File: src/sccb_result.sv
`timescale 1ns/1ps
`default_nettype none

module sccb_result (
	input  logic       clk,
	input  logic       rst_n,
	input  logic       ack_tick,
	input  logic       ack_ok,
	input  logic       rd_tick,
	input  logic [7:0] rd_byte,
	input  logic       busy,
	input  logic       clear,    // wipes done, nack and count
	input  logic       rx_taken, // RXDATA read accepted
	output logic [7:0] rx_byte,
	output logic       rx_valid,
	output logic       done,
	output logic       nack,
	output logic [7:0] ack_count
);

	logic busy_q; // previous busy for edge detect

	// acknowledge bookkeeping and end of transaction
	always_ff @(posedge clk or negedge rst_n) begin
		if (!rst_n) begin
			busy_q    <= 1'b0;
			done      <= 1'b0;
			nack      <= 1'b0;
			ack_count <= 8'd0;
		end else begin
			busy_q <= busy;
			if (clear) begin
				done      <= 1'b0;
				nack      <= 1'b0;
				ack_count <= 8'd0;
			end
			if (busy_q && !busy)
				done <= 1'b1; // sticky until cleared
			if (ack_tick) begin
				if (ack_count != 8'hff)
					ack_count <= ack_count + 1'b1; // saturates
				if (!ack_ok)
					nack <= 1'b1; // any missed ack sticks
			end
		end
	end

	// received byte, one deep
	always_ff @(posedge clk or negedge rst_n) begin
		if (!rst_n) begin
			rx_byte  <= 8'h00;
			rx_valid <= 1'b0;
		end else if (rd_tick) begin
			rx_byte  <= rd_byte; // a new byte wins over a pop in the same cycle
			rx_valid <= 1'b1;
		end else if (rx_taken) begin
			rx_valid <= 1'b0;
		end
	end

endmodule

`default_nettype wire
File: config.mk
export PLATFORM = sky130hd
export DESIGN_NAME = sccb_result
export DESIGN_NICKNAME = d
export VERILOG_FILES = /design/src/sccb_result.sv
export SDC_FILE = /design/constraint.sdc
export NUM_CORES = 1
export LEC_CHECK = 0
export ABC_AREA = 1
export ABC_CLOCK_PERIOD_IN_PS = 1200
export BUFFER_PORTS_ARGS = -buffer_cell sky130_fd_sc_hd__buf_4
export CAP_MARGIN = 5
export CORE_MARGIN = 2
export CORE_UTILIZATION = 43
export DETAILED_ROUTE_END_ITERATION = 10
export GPL_TIMING_DRIVEN = 0
export HOLD_SLACK_MARGIN = 0.1
export PLACE_DENSITY = 0.72
export SETUP_SLACK_MARGIN = 0.2
export SLEW_MARGIN = 20
export SYNTH_ARGS = -nofsm -noshare
export SYNTH_HDL_FRONTEND = slang
export SYNTH_SLANG_ARGS = --single-unit
File: constraint.sdc
create_clock -name clk -period 1.2 [get_ports clk]
set_clock_uncertainty 0.05 [all_clocks]
set_input_delay 0.24 -clock clk [delete_from_list [all_inputs] [get_ports clk]]
set_output_delay 0.24 -clock clk [all_outputs]
set_load 0.05 [all_outputs]
Word-level counts from Yosys, hierarchy flattened
Cells that the tools add are included.
{"block": "totals", "latch_bits": 0, "ff_bits": 20, "rom_bits": 0, "inputBits": 16, "mem_count": 0, "mem_bits_rw": 0}
{"block": "op_classes", "mul": 0, "div": 0, "magnitude_cmp": 0, "addsub": 1, "eq_ne": 1, "bitwise_logic": 0, "shift": 0, "mux": 10, "n_reduce_logical": 4}
{"op": "$mux W8", "n": 3}
{"op": "$add A8 B1 Y8 const B", "n": 1}
{"op": "$ne A8 B8 Y1 const B", "n": 1}
{"op": "$mux W1", "n": 7}
{"op": "$reduce_bool A2 Y1", "n": 2}
{"op": "$logic_and A1 B1 Y1", "n": 1}
{"op": "$logic_not A1 Y1", "n": 1}

Depth between registers and ports, before layout
{"block": "logic_depth", "word_depth": 3, "mapped_depth": 8, "depth_no_buf": 8}

Worst setup path before layout
Ideal clock, no wire load.
{"block": "synth_timing", "kind": "reg2reg", "from": "register ack_count[1]", "to": "register ack_count[0]", "setup_time_ns": 0.121, "path_stages_with_launch": 9, "t_arrival_ns": 1.472, "setup_slack_ns": -0.443, "path_cell_list": "dfrtp_1 ha_1 nand2_2 nor2_4 nand2_4 nand2_8 inv_2 nand2_2 o21ai_2"}
{"block": "synth_between", "elab_chain_cells": 3}
{"element": "start: declaration", "line_no": "18", "text": "output logic [7:0] ack_count"}
{"element": "start signal: assignment", "line_no": "41", "text": "ack_count <= ack_count + 1'b1;"}
{"element": "$ne A8 B8 Y1", "line_no": "40", "text": "if (ack_count != 8'hff)"}
{"element": "$mux W8", "line_no": "40"}
{"element": "$mux W8", "line_no": "39", "text": "if (ack_tick) begin"}
Every way passes these cells.
A chain may end at the register's enable or synchronous reset.

Worst setup path in the final report
{"block": "layout_timing", "from": "register ack_count[1]", "to": "output ack_count[1]"}
No word-level cell between the ends.

==> impl_metrics.json <==
{
  "layout_common_cells": "nand2_1, buf_4, buf_6, dfrtp_1, dlygate4sd3_1",
  "rsz0062_at_grt": "yes",
  "synth_edf_count": 0,
  "switchingPower_mw": 0.651,
  "cts_buffers": 3,
  "first_pass_iters": 4,
  "htree_levels": 1,
  "dieArea_mm2": 0.00274,
  "first_iter_violations": 17,
  "clockPowerShare": 0.209,
  "pre_cts_ws_ps": -65.8,
  "ys.flop_type": "dfrtp_1",
  "violations": "setup timing",
  "dp.final_hpwl_um": 1590,
  "worst-r2r-cell-count": 8,
  "netlist_area_mm2": 0.00100,
  "yosys_warnings": 0,
  "final_net_count": 204,
  "grt_pass1_wl_um": 4250,
  "min_to": "rx_byte[5]$_DFFE_PN0P_",
  "wirelength_um": 2490,
  "pwr_density_cell_mw_per_mm2": 1120,
  "p_int_mw": 1.24,
  "criticalPathCategory": "register to output pin",
  "rr_endpoint": "ack_count[0]$_DFF_PN0_",
  "cts_tree": "done",
  "cp_data_arrival_time_ps": 1030,
  "row_count": 17,
  "drc": 0,
  "syn_to_final_growth_pct": 67.9,
  "met3_usage": 0.0514,
  "clock_sinks": 20,
  "max_freq_ghz": 0.760,
  "finalHoldViolCount": 0,
  "async_reset_ff_frac": 1.00,
  "top_usage_layer": "met2",
  "initial_core_util": 0.454,
  "vias": 1015,
  "synth_cell_types": 21,
  "hold_depth": 3,
  "final_common_cell": "nand2_1",
  "gr-total-overflow": 0,
  "seqPwrFrac": 0.424,
  "die_y_um": 52.3,
  "drv_slew": 0,
  "stdcell_area_mm2": 0.00169,
  "synth-seq-cells": 20,
  "met2_usage": 0.381,
  "crit_path_max_fanout": 4,
  "timing.final.crit_share": 1.10,
  "viasPerCell": 4.74,
  "startpoint_type": "register",
  "syn_nets": 140,
  "pwr-share-comb": 0.367,
  "setup_viol_count_final": 11,
  "total_leakage_power_nw": 0.851,
  "syn_avg_cell_area_um2": 8.17,
  "io_buffers": 33,
  "irDropWorstVdd_mv": 0.910,
  "swShare": 0.345,
  "clk_latency_ps": 300,
  "worstHoldPathType": "input port to register",
  "grt_max_degree": 21,
  "core_area_mm2": 0.00221,
  "drive_above_1_share": 0.435,
  "clock-root-buffer": "clkbuf_4",
  "timing.hold.ws_ps": 112,
  "clk_pin_slew_ps": 110,
  "reg2reg_from": "ack_count[1]$_DFF_PN0_",
  "end_kind": "output pin",
  "gp_congestion": 0.868,
  "ys_seq_area_frac": 0.498,
  "hold_start": "rd_byte[5]",
  "grt_use_total": 0.212,
  "routedWlPerCell_um": 11.6,
  "relSlewSlack": 0.830,
  "max-cap-violations": 0,
  "layout_min_cycle_time_ps": 1320,
  "ant_nets": 0,
  "status": "complete, but fails checks",
  "die_w_um": 52.3,
  "grt_use_met1": 0.240,
  "setup_ws_ps": -116,
  "grt_pass1_vias": 966,
  "io-pin-count": 35,
  "worst_slew_pin_slew_ps": 254,
  "clock_tree.buffer_depth": 2,
  "synthCells": 123,
  "diodes": 0,
  "required_ps": 910,
  "ff2ff_setup_slack_ps": -70,
  "postPlaceCellArea_mm2": 0.00132,
  "final_util": 0.762,
  "finalSetupTns_ps": -543,
  "antenna_found_initial": 0
}
## sequential cells by signal (all words and copies together), names as in the netlist
signal and count:
ack_count 8, nack 1, rx_valid 1, done 1, rx_byte 8, busy_q 1
## cell families (layout without fill, tap and decap cells)
kind of cell	after synthesis	after routing	synth area share
xor+xnor	1	1	0.00872
simple gates	78	78	0.367
compound gates	9	9	0.0560
fa+ha+maj	1	1	0.0125
flops	20	20	0.498
buf+inv	14	77	0.0573
## power groups by stage
stage / Clock [mW] / Combinational (mW) / Sequential (mW)
after floorplan: 0 / 0.130 / 0.993
after global placement: 0 / 0.484 / 0.808
after detailed placement: 0 / 0.491 / 0.812
after CTS: 0.397 / 0.642 / 0.798
after global routing: 0.433 / 0.738 / 0.806
final: 0.395 / 0.693 / 0.800
## stage by stage
step | std cells | power (mW)
2_1_floorplan | 123 | 1.12
3_3_place_gp | 184 | 1.29
3_5_place_dp | 184 | 1.30
4_1_cts | 210 | 1.84
5_1_grt | 214 | 1.98
6_report | 214 | 1.89
## worst max path at each step
stage                                      start                endpoint  slack [ps]  cells past startpoint
after global routing      ack_count[1]$_DFF_PN0_  ack_count[6]$_DFF_PN0_        -170                      8
after global placement    ack_count[0]$_DFF_PN0_  ack_count[6]$_DFF_PN0_         -40                      8
final                     ack_count[1]$_DFF_PN0_            ack_count[1]        -120                      2
after detailed placement  ack_count[1]$_DFF_PN0_  ack_count[1]$_DFF_PN0_         -70                      8
after CTS                 ack_count[0]$_DFF_PN0_  ack_count[1]$_DFF_PN0_         -70                      8
after floorplan           ack_count[1]$_DFF_PN0_  ack_count[0]$_DFF_PN0_        -190                      8
## Yosys cell counts, types with 2 or more instances
master   number  share of area
inv_2         2         0.0075
dfrtp_1      20           0.50
nor2_1        6          0.022
nand2_2       3          0.019
inv_1         9          0.034
nand3_1       9          0.045
o21ai_0       5          0.025
nor2_4        2          0.022
o21ai_2       3          0.026
nand2_4       2          0.022
nand2_1      52           0.19
## metal layers
layer	wire length, µm	part of all wire	vias to the layer above
li1	-	-	511
met1	1090	0.44	468
met2	1250	0.50	32
met3	130	0.052	4
met4	23	0.0092	0
met5	0	0	-
## final cells by class
class	count	area (µm²)
timing repair buffer	59	566
inverter	12	50.0
multi-input combinational	89	477
buffer	2	12.5
sequential	20	510
clock buffer	4	36.3
tap	28	35.0
fill	156	526
## worst max-delay path, cell delays in order (launching register included)
cell	delay, ps
dfrtp_2	460
buf_6	130
buf_8	140
## what timing repair did
action                                  CTS  global route
endpoints found under the setup margin   27            27
setup buffers                            11             4
hold buffers                             11             0
pin swaps                                 0             2
resized for setup                        23             4
hold endpoints to repair                 30             0
No activity file was read; power rests on OpenSTA's default activity.
