==> src/sccb_pkg.sv <==
`default_nettype none

package sccb_pkg;

	// bus geometry
	localparam int axi_addr_w = 4; // covers the four word registers
	localparam int axi_data_w = 32;

	// register byte offsets
	localparam logic [axi_addr_w-1:0] reg_ctrl   = 4'h0; // go, stop, clear
	localparam logic [axi_addr_w-1:0] reg_txdata = 4'h4; // next byte to send
	localparam logic [axi_addr_w-1:0] reg_rxdata = 4'h8; // last byte read + valid flag
	localparam logic [axi_addr_w-1:0] reg_status = 4'hc; // busy, done, nack, ack count

	// CTRL bits
	localparam int ctrl_go_bit    = 0; // start a transaction, self clearing
	localparam int ctrl_stop_bit  = 1; // stop after the current acknowledge
	localparam int ctrl_clear_bit = 8; // wipe done, nack and count

	// RXDATA / STATUS bits
	localparam int rx_valid_bit     = 8;
	localparam int status_busy_bit  = 0;
	localparam int status_done_bit  = 1;
	localparam int status_nack_bit  = 2;
	localparam int status_count_lsb = 8; // 8-bit ack count starts here

	// byte engine states
	typedef enum logic [3:0] {
		idle        = 4'd0, // bus released, scl held high
		starting    = 4'd1, // sda falls while scl high
		packet      = 4'd2, // shifting a byte out, msb first
		ack_servant = 4'd3, // ninth bit, servant answers
		read        = 4'd4, // shifting a byte in
		ack_master  = 4'd5, // master pulls sda low for the ninth bit
		stop_1      = 4'd6, // sda low under scl low
		stop_2      = 4'd7  // sda rises while scl high
	} engine_state_t;

endpackage

`default_nettype wire

==> src/sccb_regs_decode.sv <==
`timescale 1ns/1ps
`default_nettype none

module sccb_regs_decode (
	input  logic                            clk,
	input  logic                            rst_n,
	// write address / data / response
	input  logic [sccb_pkg::axi_addr_w-1:0] awaddr,
	input  logic                            awvalid,
	output logic                            awready,
	input  logic [sccb_pkg::axi_data_w-1:0] wdata,
	input  logic                            wvalid,
	output logic                            wready,
	output logic                            bvalid,
	output logic [1:0]                      bresp,
	input  logic                            bready,
	// read address / data
	input  logic [sccb_pkg::axi_addr_w-1:0] araddr,
	input  logic                            arvalid,
	output logic                            arready,
	output logic                            rvalid,
	output logic [sccb_pkg::axi_data_w-1:0] rdata,
	output logic [1:0]                      rresp,
	input  logic                            rready,
	// to the byte engine
	output logic                            go,
	output logic [7:0]                      tx_byte,
	output logic                            stop_req,
	// to / from the result block
	output logic                            clear,
	output logic                            rx_taken,
	input  logic [7:0]                      rx_byte,
	input  logic                            rx_valid,
	input  logic                            busy,
	input  logic                            done,
	input  logic                            nack,
	input  logic [7:0]                      ack_count
);

	import sccb_pkg::*;

	logic                  aw_hs; // address and data accepted together
	logic                  ar_hs;
	logic                  wr_ctrl;
	logic [axi_data_w-1:0] rd_mux;

	assign aw_hs   = awvalid && awready && wvalid && wready;
	assign ar_hs   = arvalid && arready;
	assign wr_ctrl = aw_hs && (awaddr == reg_ctrl);

	assign bresp    = 2'b00; // always OKAY, unmapped writes just vanish
	assign rresp    = 2'b00;
	assign rx_taken = ar_hs && (araddr == reg_rxdata); // pop the rx flag on accept

	// write channel
	always_ff @(posedge clk or negedge rst_n) begin
		if (!rst_n) begin
			awready <= 1'b0;
			wready  <= 1'b0;
			bvalid  <= 1'b0;
		end else begin
			awready <= awvalid && wvalid && !bvalid && !awready; // one cycle ready pulse
			wready  <= awvalid && wvalid && !bvalid && !awready;
			if (aw_hs)
				bvalid <= 1'b1; // response one cycle after the handshake
			else if (bvalid && bready)
				bvalid <= 1'b0;
		end
	end

	// control / transmit registers and command pulses
	always_ff @(posedge clk or negedge rst_n) begin
		if (!rst_n) begin
			tx_byte  <= 8'h00;
			stop_req <= 1'b0;
			go       <= 1'b0;
			clear    <= 1'b0;
		end else begin
			go    <= wr_ctrl && wdata[ctrl_go_bit];    // lands in the engine next cycle
			clear <= wr_ctrl && wdata[ctrl_clear_bit];
			if (wr_ctrl)
				stop_req <= wdata[ctrl_stop_bit]; // level, sampled at each ack
			if (aw_hs && (awaddr == reg_txdata))
				tx_byte <= wdata[7:0]; // whole register replaced, no strobes
		end
	end

	// read data select by offset
	always_comb begin
		rd_mux = '0; // unmapped offsets read zero
		case (araddr)
			reg_ctrl: begin
				rd_mux[ctrl_stop_bit] = stop_req; // go and clear read back as zero
			end
			reg_txdata: begin
				rd_mux[7:0] = tx_byte;
			end
			reg_rxdata: begin
				rd_mux[7:0]          = rx_byte;
				rd_mux[rx_valid_bit] = rx_valid;
			end
			reg_status: begin
				rd_mux[status_busy_bit]            = busy;
				rd_mux[status_done_bit]            = done;
				rd_mux[status_nack_bit]            = nack;
				rd_mux[status_count_lsb +: 8]      = ack_count;
			end
			default: begin
			end
		endcase
	end

	// read channel
	always_ff @(posedge clk or negedge rst_n) begin
		if (!rst_n) begin
			arready <= 1'b0;
			rvalid  <= 1'b0;
		end else begin
			arready <= arvalid && !rvalid && !arready; // held rvalid blocks new reads
			if (ar_hs)
				rvalid <= 1'b1;
			else if (rvalid && rready)
				rvalid <= 1'b0;
		end
	end

	always_ff @(posedge clk) begin
		if (ar_hs)
			rdata <= rd_mux; // captured at accept, stable while rvalid waits
	end

endmodule

`default_nettype wire

==> config.mk <==
export PLATFORM = sky130hd
export DESIGN_NAME = sccb_regs_decode
export DESIGN_NICKNAME = d
export VERILOG_FILES = /design/src/sccb_pkg.sv /design/src/sccb_regs_decode.sv
export SDC_FILE = /design/constraint.sdc
export NUM_CORES = 1
export LEC_CHECK = 0
export ABC_CLOCK_PERIOD_IN_PS = 2100
export BUFFER_PORTS_ARGS = -buffer_cell sky130_fd_sc_hd__buf_2
export CAP_MARGIN = 15
export CORE_ASPECT_RATIO = 1.1
export CORE_MARGIN = 4
export CORE_UTILIZATION = 39
export DETAILED_ROUTE_END_ITERATION = 16
export HOLD_SLACK_MARGIN = 0.02
export PLACE_DENSITY_LB_ADDON = 0.2
export RECOVER_POWER = 25
export SLEW_MARGIN = 5
export SYNTH_ARGS = -nofsm -noshare
export SYNTH_HDL_FRONTEND = slang
export SYNTH_SLANG_ARGS = --single-unit
==> constraint.sdc <==
create_clock -name clk -period 2.1 [get_ports clk]
set_clock_uncertainty 0.05 [all_clocks]
set_input_delay 0.21 -clock clk [delete_from_list [all_inputs] [get_ports clk]]
set_output_delay 0.21 -clock clk [all_outputs]
set_load 0.01 [all_outputs]
; ---- Word-level counts from Yosys, hierarchy flattened
; Index checks and enable logic that the tools add are counted.
[totals]
register_bits = 31
inputBits = 67
output_inout_bits = 53
[classes]
eq_ne = 4
mux = 9
reduce_logical = 24
[ops]
columns = cell, count
row1 = $logic_and 1x1->1, 16
row2 = $pmux 5 s2, 1
row3 = $eq 4x3->1 const B, 2
row4 = $eq 4x4->1 const B, 2
row5 = $logic_not 4->1, 2
row6 = $pmux 1 s3, 2
row7 = $logic_not 1->1, 4
row8 = $mux 1, 4
row9 = $pmux 1 s4, 1
row10 = $reduce_bool 2->1, 2
row11 = $pmux 1 s2, 1

; ---- Logic depth before layout (Yosys ltp)
; Gate-level depths: netlist of run 1.
[logic_depth]
ltp_word = 5
depth_mapped = 5
depth_no_buf = 3

; ---- Worst setup path after synthesis of run 1
; OpenSTA, ideal clock, no wires.
[synth_timing]
path_kind = register -> register
from = register wready
to = register tx_byte[0]
setup_ps = 125
t_arrival_ps = 1437
required_time_ps = 1925
setup_slack_ps = 488
path_stages_with_launch = 5
period_less_slack_ps = 1612
path_cell_list = dfrtp_1 nand3_2 or4_4 buf_6 mux2_4
[synth_between]
elab_chain_len = 4
[synth_rtl]
columns = element, line
row1 = "start, declared", sccb_regs_decode.sv:13  ; output logic wready,
row2 = "start signal, assigned", sccb_regs_decode.sv:63  ; wready <= awvalid && wvalid && !bvalid && !awready;
row3 = $logic_and 1x1->1 (2 in a row), n/a
row4 = $logic_and 1x1->1 *, sccb_regs_decode.sv:47  ; assign aw_hs = awvalid && awready && wvalid && wready;
row5 = $logic_and 1x1->1 *, sccb_regs_decode.sv:83  ; if (aw_hs && (awaddr == reg_txdata))
row6 = "end signal, assigned", sccb_regs_decode.sv:84  ; tx_byte <= wdata[7:0];
row7 = "end, declared", sccb_regs_decode.sv:27  ; output logic [7:0] tx_byte,
; Every way passes the cells marked *; elsewhere a longest branch is shown, timed or not.
; A chain may end at the register's enable or synchronous reset.

; ---- Worst setup path after layout of run 1
[layout_timing]
from = register wready
to = register tx_byte[6]
; Same word-level chain as after synthesis.

==> results_dict.tcl, run 1 <==
set metrics [dict create \
    regArea_um2 856 \
    leakage_nw 0.988 \
    cts_tree "done" \
    final_max_slew_viol_count 0 \
    dp_slack_ns 0.508 \
    synth.cell_area_mm2 0.00149 \
    netlist.area_leader.share_pct 32.3 \
    critPathRequiredTime_ns 2.21 \
    finalWirelength_mm 3.07 \
    synth_cell_types 25 \
    via_per_inst 4.18 \
    ys.warnings.count 0 \
    setup_ws_ns 0.476 \
    ys_ff_latch 31 \
    nets 261 \
    clock_sinks 31 \
    die_area_mm2 0.00487 \
    cts_root_buf "clkbuf_8" \
    hold_ws_ns 0.0560 \
    multi_input_area_um2 508 \
    core_mm2 0.00365 \
    grt_usage_pct 13.3 \
    row_count 23 \
    die_h_um 72.8 \
    timing_worst_setup_path_type "reg -> reg" \
    wl_per_cell_um 12.5 \
    peakVddDrop_mv 0.546 \
    vias 1023 \
    outcome "complete, no violations" \
    end_kind "flip-flop" \
    pin_count 120 \
    syn_to_final_growth_pct 28.0 \
    worst-slew-pin-transition_ns 0.810 \
    worstSkewPairLatency_ns 0.27 \
    setup_violations 0 \
    grt_max_degree 17 \
    async_flop_share_pct 48.4 \
    avgSynthCellArea_um2 12.8 \
    initial_core_util_pct 40.7 \
    tns_ns 0 \
    first_pass_iters 4 \
    dieWidth_um 66.9 \
    hold_start "bready" \
    synthCells 116 \
    cp.arrival_ns 1.73 \
    start_kind "flip-flop" \
    r2r-start "wready" \
    drc_errors 0 \
    critical_path_peak_fanout 8 \
    min_period_ns 1.62 \
    period_share_pct 77.4 \
    htreeDepth 2 \
    first_iter_violations 29 \
    fmax_ghz 0.616 \
    final_hold_viol_count 0 \
    clk_path_buf_depth 2 \
    synth.largest_area_cell "edfxtp_1" \
    grt_pass1_vias 1102 \
    antenna_found_initial 0 \
    ant_nets 0 \
    rsz0062_at_grt "no" \
    synth_area_leaders "edfxtp_1 (32%), dfrtp_1 (25%), buf_4 (11%)" \
    postCtsSetupRepairBufs 0 \
    slew_headroom_pct 46.0 \
    power_per_cell_area_mw_per_mm2 678 \
    yosysSeqAreaShare_pct 57.5 \
    fin_cells 245 \
    portBuffers 76 \
    place_inst 236 \
    gp_congestion 0.836 \
    fill_cells 364 \
    dp_hpwl_mm 2.56 \
    path_clk_slew_ns 0.06 \
    cap_violations 0 \
    synth-edff-count 16 \
    crit_path_start "wready" \
    grt-ovfl-total 0 \
    drive_gt1_share_pct 47.7 \
    worst_hold_path_type "in -> reg" \
    synthFlopType "edfxtp_1" \
    antenna_cells 0 \
    grt_pass1_wl_mm 4.88 \
    cts_buffers 5 \
]
==> flip-flops by register name (all words and copies together), names as in the netlist <==
signal,cells
arready,1
bvalid,1
clear,1
go,1
rdata,16
rvalid,1
stop_req,1
tx_byte,8
wready,1
==> cells in the final DEF (no fill, tap or decap), types with 3 or more instances in the layout <==
cell      synthesis  layout
nor2_1           10      10
and2_1           10      10
clkbuf_8          0       5
a22oi_1           7       7
conb_1            1      20
buf_2             0      74
dfrtp_1          15      15
edfxtp_1         16      16
inv_1             3       3
clkbuf_1          3       3
nand2_1           3       3
mux2_2            3       3
mux2_4            8       8
==> logic make-up (layout without fill, tap and decap cells) <==
group | after synthesis | after routing | synth area share (%)
flops | 31 | 31 | 57.5
mux | 13 | 13 | 12.5
simple gates | 34 | 34 | 12.7
buf+inv | 28 | 88 | 12.9
other cells | 1 | 20 | 0.252
compound gates | 9 | 9 | 4.20
==> cell type report <==
cell class	instances	share of cell area (%)
repair buffers	77	20.4
well taps	50	3.28
flip-flops and latches	31	44.9
multi-input cells	76	26.7
clock inverters	2	0.394
inverters	3	0.591
clock buffers	6	3.81
==> path summary, 6_finish.rpt <==
kind                         endpoint  slack, ns  depth (start not counted)
setup / recovery           tx_byte[6]       0.48                          3
hold / removal                 bvalid       0.06                          2
min in group asynchronous      wready       0.49                          2
max in group asynchronous  tx_byte[0]       1.01                          2
hold reg to reg               arready       0.40                          1
setup reg to reg           tx_byte[6]       0.48                          3
==> cells in the mapped netlist (2+ instances only) <==
cell      number
buf_4         21
nor3_1         2
mux2_4         8
inv_1          3
o21ai_0        2
clkbuf_1       3
a22oi_1        7
edfxtp_1      16
nand2_1        3
dfrtp_1       15
and2_1        10
nor2_1        10
mux2_2         3
nor2b_1        2
==> through the flow <==
stage | utilization, % | power (mW) | instance area (um2)
finish | 52.1 | 1.29 | 1910
global route | 52.1 | 1.36 | 1910
CTS | 52.3 | 1.31 | 1910
detailed placement | 49.9 | 0.885 | 1820
global placement | 49.9 | 0.880 | 1820
floorplan | - | 0.823 | 1560
==> critical path, stage by stage (launching register included) <==
cell,delay (ns)
dfrtp_1,0.38
nand3_1,0.14
or4_4,0.61
mux2_4,0.33
==> report_power, final <==
group	switching [mW]	internal (mW)	total (mW)
logic	0.0945	0.0837	0.178
clock network	0.195	0.225	0.420
registers	0.0184	0.675	0.693
==> what timing repair did <==
item | 4_1_cts | 5_1_grt
gates resized for setup | 0 | 0
endpoints found under the hold margin | 15 | 0
hold buffers | 1 | 0
endpoints found under the setup margin | 0 | 0
==> layer usage <==
metal,routed length (um),vias to the layer above,global-route usage [%]
met5,0,-,0
li1,-,514,-
met1,1170,449,14.4
met3,368,4,7.40
met4,28,0,3.60
met2,1500,56,22.4
No activity file was read; power rests on OpenSTA's default activity.
==> inputs of run 2 (changes only) <==
--- a/config.mk
+++ b/config.mk
@@ -5,12 +5,13 @@
 export SDC_FILE = /design/constraint.sdc
 export NUM_CORES = 1
 export LEC_CHECK = 0
-export ABC_CLOCK_PERIOD_IN_PS = 2100
+export ABC_AREA = 1
+export ABC_CLOCK_PERIOD_IN_PS = 1300
 export BUFFER_PORTS_ARGS = -buffer_cell sky130_fd_sc_hd__buf_2
 export CAP_MARGIN = 15
 export CORE_ASPECT_RATIO = 1.1
 export CORE_MARGIN = 4
-export CORE_UTILIZATION = 39
+export CORE_UTILIZATION = 35
 export DETAILED_ROUTE_END_ITERATION = 16
 export HOLD_SLACK_MARGIN = 0.02
 export PLACE_DENSITY_LB_ADDON = 0.2
==> constraint.sdc (replaced) <==
create_clock -name clk -period 1.3 [get_ports clk]
set_clock_uncertainty 0.05 [all_clocks]
set_input_delay 0.13 -clock clk [delete_from_list [all_inputs] [get_ports clk]]
set_output_delay 0.13 -clock clk [all_outputs]
set_load 0.01 [all_outputs]
==> run 2 against run 1 <==
  * Final area grew 9.7%
  * Sequential power grew 62%
  * Register-to-register slack lost 0.33 ns
  * Non-clock buffer count grew 11
  * Sequential share of layout area shrank 4.0 points
  * Wire length grew 8.9%
  * Die area grew 13%
  * Clock-buffer cell count is the same
  * Area after synthesis grew 3.2%
  * Worst hold slack lost 0.029 ns
  * Critical path type is now reg -> out
==> results_dict.tcl, run 2 <==
set metrics [dict create \
    synth_cell_types 18 \
    ant_nets 0 \
    vias 1305 \
    r2r-start "arready" \
    grt_usage_pct 13.0 \
    avgSynthCellArea_um2 8.93 \
    die_h_um 77.5 \
    cts_buffers 5 \
    clk_path_buf_depth 2 \
    start_kind "flip-flop" \
    worst-slew-pin-transition_ns 0.804 \
    ys_ff_latch 31 \
    cts_root_buf "clkbuf_8" \
    row_count 25 \
    end_kind "primary output" \
    grt_pass1_vias 1295 \
    htreeDepth 2 \
    largest_reg_flops 16 \
    final_hold_viol_count 0 \
    total_power_mw 2.14 \
    antenna_cells 0 \
    synth_area_leaders "edfxtp_1 (31%), dfrtp_1 (24%), nand2_1 (12%)" \
    worstSkewPairLatency_ns 0.28 \
    dp_hpwl_mm 2.70 \
    synth.cell_area_mm2 0.00154 \
    antenna_found_initial 0 \
    worst_hold_path_type "in -> reg" \
    outcome "complete, no violations" \
    cap_violations 0 \
    grt-ovfl-total 0 \
    setup_violations 0 \
    fmax_ghz 0.793 \
    fin_cells 319 \
    core_mm2 0.00429 \
    dieWidth_um 71.2 \
    min_period_ns 1.26 \
    nets 331 \
    clock_sinks 31 \
    endpoint "rx_taken" \
    netlist.area_leader.share_pct 31.3 \
    syn_to_final_growth_pct 36.0 \
    ys.warnings.count 0 \
    synth.largest_area_cell "edfxtp_1" \
    finalWirelength_mm 3.34 \
    critical_path_peak_fanout 2 \
    regMostFlops "rdata" \
    path_clk_slew_ns 0.06 \
    first_pass_iters 4 \
    async_flop_share_pct 48.4 \
    drive_gt1_share_pct 35.5 \
    synthCells 172 \
    top_regs "rdata: 16 flops, tx_byte: 8 flops" \
    final_max_slew_viol_count 0 \
    slew_headroom_pct 46.4 \
    leakage_nw 1.18 \
    yosysSeqAreaShare_pct 55.7 \
    wl_per_cell_um 10.5 \
    peakVddDrop_mv 0.574 \
    synth-edff-count 16 \
    final_common_cell "buf_2" \
    reg2reg_to "rdata[2]" \
    critPathRequiredTime_ns 1.12 \
    gp_congestion 0.729 \
    rr_worst_depth 4 \
    pin_count 120 \
    initial_core_util_pct 35.9 \
    cp.arrival_ns 1.08 \
    final_cell_mix "buf_2 (74), nand2_1 (47), inv_1 (21)" \
    portBuffers 76 \
    cts_tree "done" \
    r2r_setup_slack_ns 0.15 \
    grt_max_degree 17 \
    drc_errors 0 \
    rsz0062_at_grt "yes" \
    via_per_inst 4.09 \
    grt_pass1_wl_mm 5.64 \
    timing_worst_setup_path_type "reg -> out" \
    synth.most_common_cell "nand2_1" \
    place_inst 303 \
    crit_path_start "arready" \
    period_share_pct 97.0 \
    power_per_cell_area_mw_per_mm2 1030 \
    synth_common_cells "nand2_1 (48), buf_4 (21), inv_1 (21), nand3_1 (20)" \
    die_area_mm2 0.00552 \
    synthFlopType "edfxtp_1" \
    fin_util_pct 48.8 \
    first_iter_violations 24 \
]
-- run 2: power breakdown --
part	total [mW]	switching (mW)	internal [mW]
combinational	0.328	0.187	0.141
clock	0.695	0.331	0.364
sequential	1.12	0.0270	1.09
-- run 2: worst max-delay path, cell delays in order (launching register included) --
cell and delay, ns:
dfrtp_1 0.36, nand2_2 0.07, nor4_2 0.19, buf_2 0.17
-- run 2: timing repair --
action	in CTS	in global routing
hold buffers	6	0
setup endpoints to repair	1	11
setup buffers	2	0
resized for setup	1	2
pin swaps	2	2
endpoints found under the hold margin	20	0
-- run 2: worst min-delay path by stage --
stage | to | startpoint | cells after the start | slack [ns]
global placement | clear | rst_n | 1 | 0.007
detailed placement | clear | rst_n | 1 | 0.009
CTS | tx_byte[7] | wdata[7] | 3 | 0.02
floorplan | arready | rst_n | 0 | -0.22
finish | tx_byte[7] | wdata[7] | 3 | 0.03
global route | wready | wvalid | 3 | 0.03
-- run 2: metrics by stage --
stage	worst slack, ns	TNS, ns	hold slack, ns	area (um2)
global route	-0.0456	-0.0569	0.0293	2090
CTS	-0.0424	-0.0424	0.0216	2090
detailed placement	0.155	0	0.00942	1940
finish	0.0385	0	0.0274	2090
floorplan	0.0692	0	-0.216	1610
global placement	0.168	0	0.00698	1940
-- run 2: final cells by class --
cell class / count / area [um2]
clock buffers: 6 / 72.6
clock inverters: 2 / 7.51
fillers: 437 / 2200
inverters: 24 / 90.1
multi-input cells: 114 / 500
flip-flops and latches: 31 / 856
well taps: 54 / 67.6
repair buffers: 88 / 495
-- run 2: kinds of logic (layout without fill, tap and decap cells) --
kind of cell / after synthesis / in the layout / synth area share (%)
AO/OA/AOI/OAI: 2 / 2 / 0.651
AND/OR/NAND/NOR: 92 / 92 / 27.0
buffers and inverters: 46 / 120 / 16.4
other: 1 / 20 / 0.244
flip-flops: 31 / 31 / 55.7
-- run 2: metal layers --
metal	global-route usage (%)	vias to the layer above	wire [um]
met5	0	-	0
met4	5.64	0	57
met3	5.57	6	340
met2	21.3	56	1680
met1	14.6	561	1260
li1	-	682	-
==> inputs of run 3 (changes only) <==
--- a/config.mk
+++ b/config.mk
@@ -10,7 +10,7 @@
 export BUFFER_PORTS_ARGS = -buffer_cell sky130_fd_sc_hd__buf_2
 export CAP_MARGIN = 15
 export CORE_ASPECT_RATIO = 1.1
-export CORE_MARGIN = 4
+export CORE_MARGIN = 1.5
 export CORE_UTILIZATION = 35
 export DETAILED_ROUTE_END_ITERATION = 16
 export HOLD_SLACK_MARGIN = 0.02
==> run 3 against run 2 <==
  * Via count shrank 1.8%
  * Combinational power decreased by 3%
  * Critical path depth stayed put
  * The run now ends with setup timing left
  * Global-route usage increased by 0.86 points
  * Sequential power hardly changed
  * Fmax fell by 3.1%
  * Clock power grew 18%
  * Cell count fell by 0.31%
  * Sequential cell count unchanged
  * Register-to-register slack improved by 0.09 ns
  * First-iteration DRC count up 17%
  * Critical path type unchanged
==> results_dict.tcl, run 3 (synthesized netlist as in run 2, its figures left out) <==
set metrics [dict create \
    wl_per_cell_um 9.69 \
    setup_ws_ns -0.00235 \
    cp.arrival_ns 1.12 \
    final_common_cell "buf_2" \
    rsz0062_at_grt "yes" \
    worst-slew-pin-transition_ns 0.771 \
    slew_headroom_pct 48.6 \
    first_iter_violations 28 \
    core_mm2 0.00425 \
    path_clk_slew_ns 0.06 \
    end_kind "primary output" \
    cts_buffers 5 \
    vias 1282 \
    final_hold_viol_count 0 \
    period_share_pct 100 \
    grt-ovfl-total 0 \
    clock_sinks 31 \
    r2r_setup_slack_ns 0.24 \
    place_inst 303 \
    final_cell_mix "buf_2 (74), nand2_1 (47), inv_1 (21)" \
    slowest_stage "dfrtp_1" \
    gp_congestion 0.732 \
    drive_gt1_share_pct 35.6 \
    finalWirelength_mm 3.08 \
    clk_path_buf_depth 2 \
    syn_to_final_growth_pct 37.0 \
    top_regs "rdata: 16 flops, tx_byte: 8 flops" \
    cts_root_buf "clkbuf_8" \
    grt_pass1_vias 1229 \
    violations "setup timing" \
    min_period_ns 1.30 \
    largest_reg_flops 16 \
    fin_cells 318 \
    start_kind "flip-flop" \
    crit_buf_inv 1 \
    critPathRequiredTime_ns 1.12 \
    stdcell_area_mm2 0.00210 \
    row_count 25 \
    critPathTopFamily "flip-flops" \
    placed_area_mm2 0.00194 \
    peakVddDrop_mv 0.649 \
    power_per_cell_area_mw_per_mm2 1070 \
    timing_worst_setup_path_type "reg -> out" \
    ant_nets 0 \
    worstSkewPairLatency_ns 0.28 \
    worst_hold_path_type "in -> reg" \
    antenna_found_initial 0 \
    grt_max_degree 17 \
    die_h_um 72.5 \
    dieWidth_um 66.2 \
    critical_path_peak_fanout 3 \
    initial_core_util_pct 36.1 \
    cts_tree "done" \
    setup_violations 1 \
    pin_count 120 \
    die_area_mm2 0.00480 \
    portBuffers 76 \
    htreeDepth 2 \
    leakage_nw 1.18 \
    antenna_cells 0 \
    via_per_inst 4.03 \
    hold_ws_ns 0.0305 \
    drc_errors 0 \
    cp_cell_sequence "nand2_2 > nor4_2 > buf_2" \
    final_max_slew_viol_count 0 \
    nets 330 \
    outcome "finished with violations" \
    grt_pass1_wl_mm 4.96 \
    fmax_ghz 0.768 \
    dp_hpwl_mm 2.42 \
    cap_violations 0 \
    first_pass_iters 4 \
    postCtsSetupRepairBufs 0 \
    slowest_delay_ns 0.37 \
    regMostFlops "rdata" \
    grt_usage_pct 13.9 \
]
run 3: per-layer routing:
| metal | vias to the layer above | wire [um] | track usage [%] |
|---|---|---|---|
| met5 | - | 0 | 0 |
| met4 | 0 | 50 | 6.80 |
| met3 | 6 | 284 | 6.36 |
| met2 | 61 | 1540 | 23.4 |
| met1 | 534 | 1210 | 14.4 |
| li1 | 681 | - | - |
run 3: stage by stage:
step	util, %	power (mW)	TNS, ns	setup slack (ns)
floorplan	-	1.32	0	0.0692
global placement	45.5	1.44	0	0.159
detailed placement	45.5	1.45	0	0.159
CTS	49.7	2.29	-0.0453	-0.0453
global route	49.5	2.39	-0.105	-0.105
finish	49.5	2.26	-0.00235	-0.00235
run 3: final timing paths:
path	startpoint	end	cells after the start
worst min register to register	bvalid	wready	1
min in group asynchronous	rst_n	stop_req	2
worst max-delay path	arready	rx_taken	3
worst max register to register	wready	tx_byte[6]	5
max in group asynchronous	rst_n	arready	2
worst min-delay path	awvalid	wready	3
run 3: worst reg2reg max path: cells and delay by family, from the launching register on:
family        cells  cell delay (ns)
flops             1             0.38
simple gates      4             0.39
buf+inv           1             0.14
run 3: cell type report:
| cell class | count | area [um2] |
|---|---|---|
| well taps | 54 | 67.6 |
| inverters | 24 | 90.1 |
| clock buffers | 8 | 100 |
| flip-flops and latches | 31 | 856 |
| multi-input cells | 114 | 500 |
| repair buffers | 87 | 490 |
| fillers | 458 | 2150 |
run 3: what timing repair did:
action,in CTS,in global routing
setup endpoints to repair,1,2
resized for setup,2,1
hold endpoints to repair,21,0
hold buffers,7,0
run 3: power by group:
part           internal (mW)  total [mW]  switching, mW
sequential              1.09        1.12         0.0282
combinational          0.136       0.318          0.182
clock                  0.482       0.818          0.335
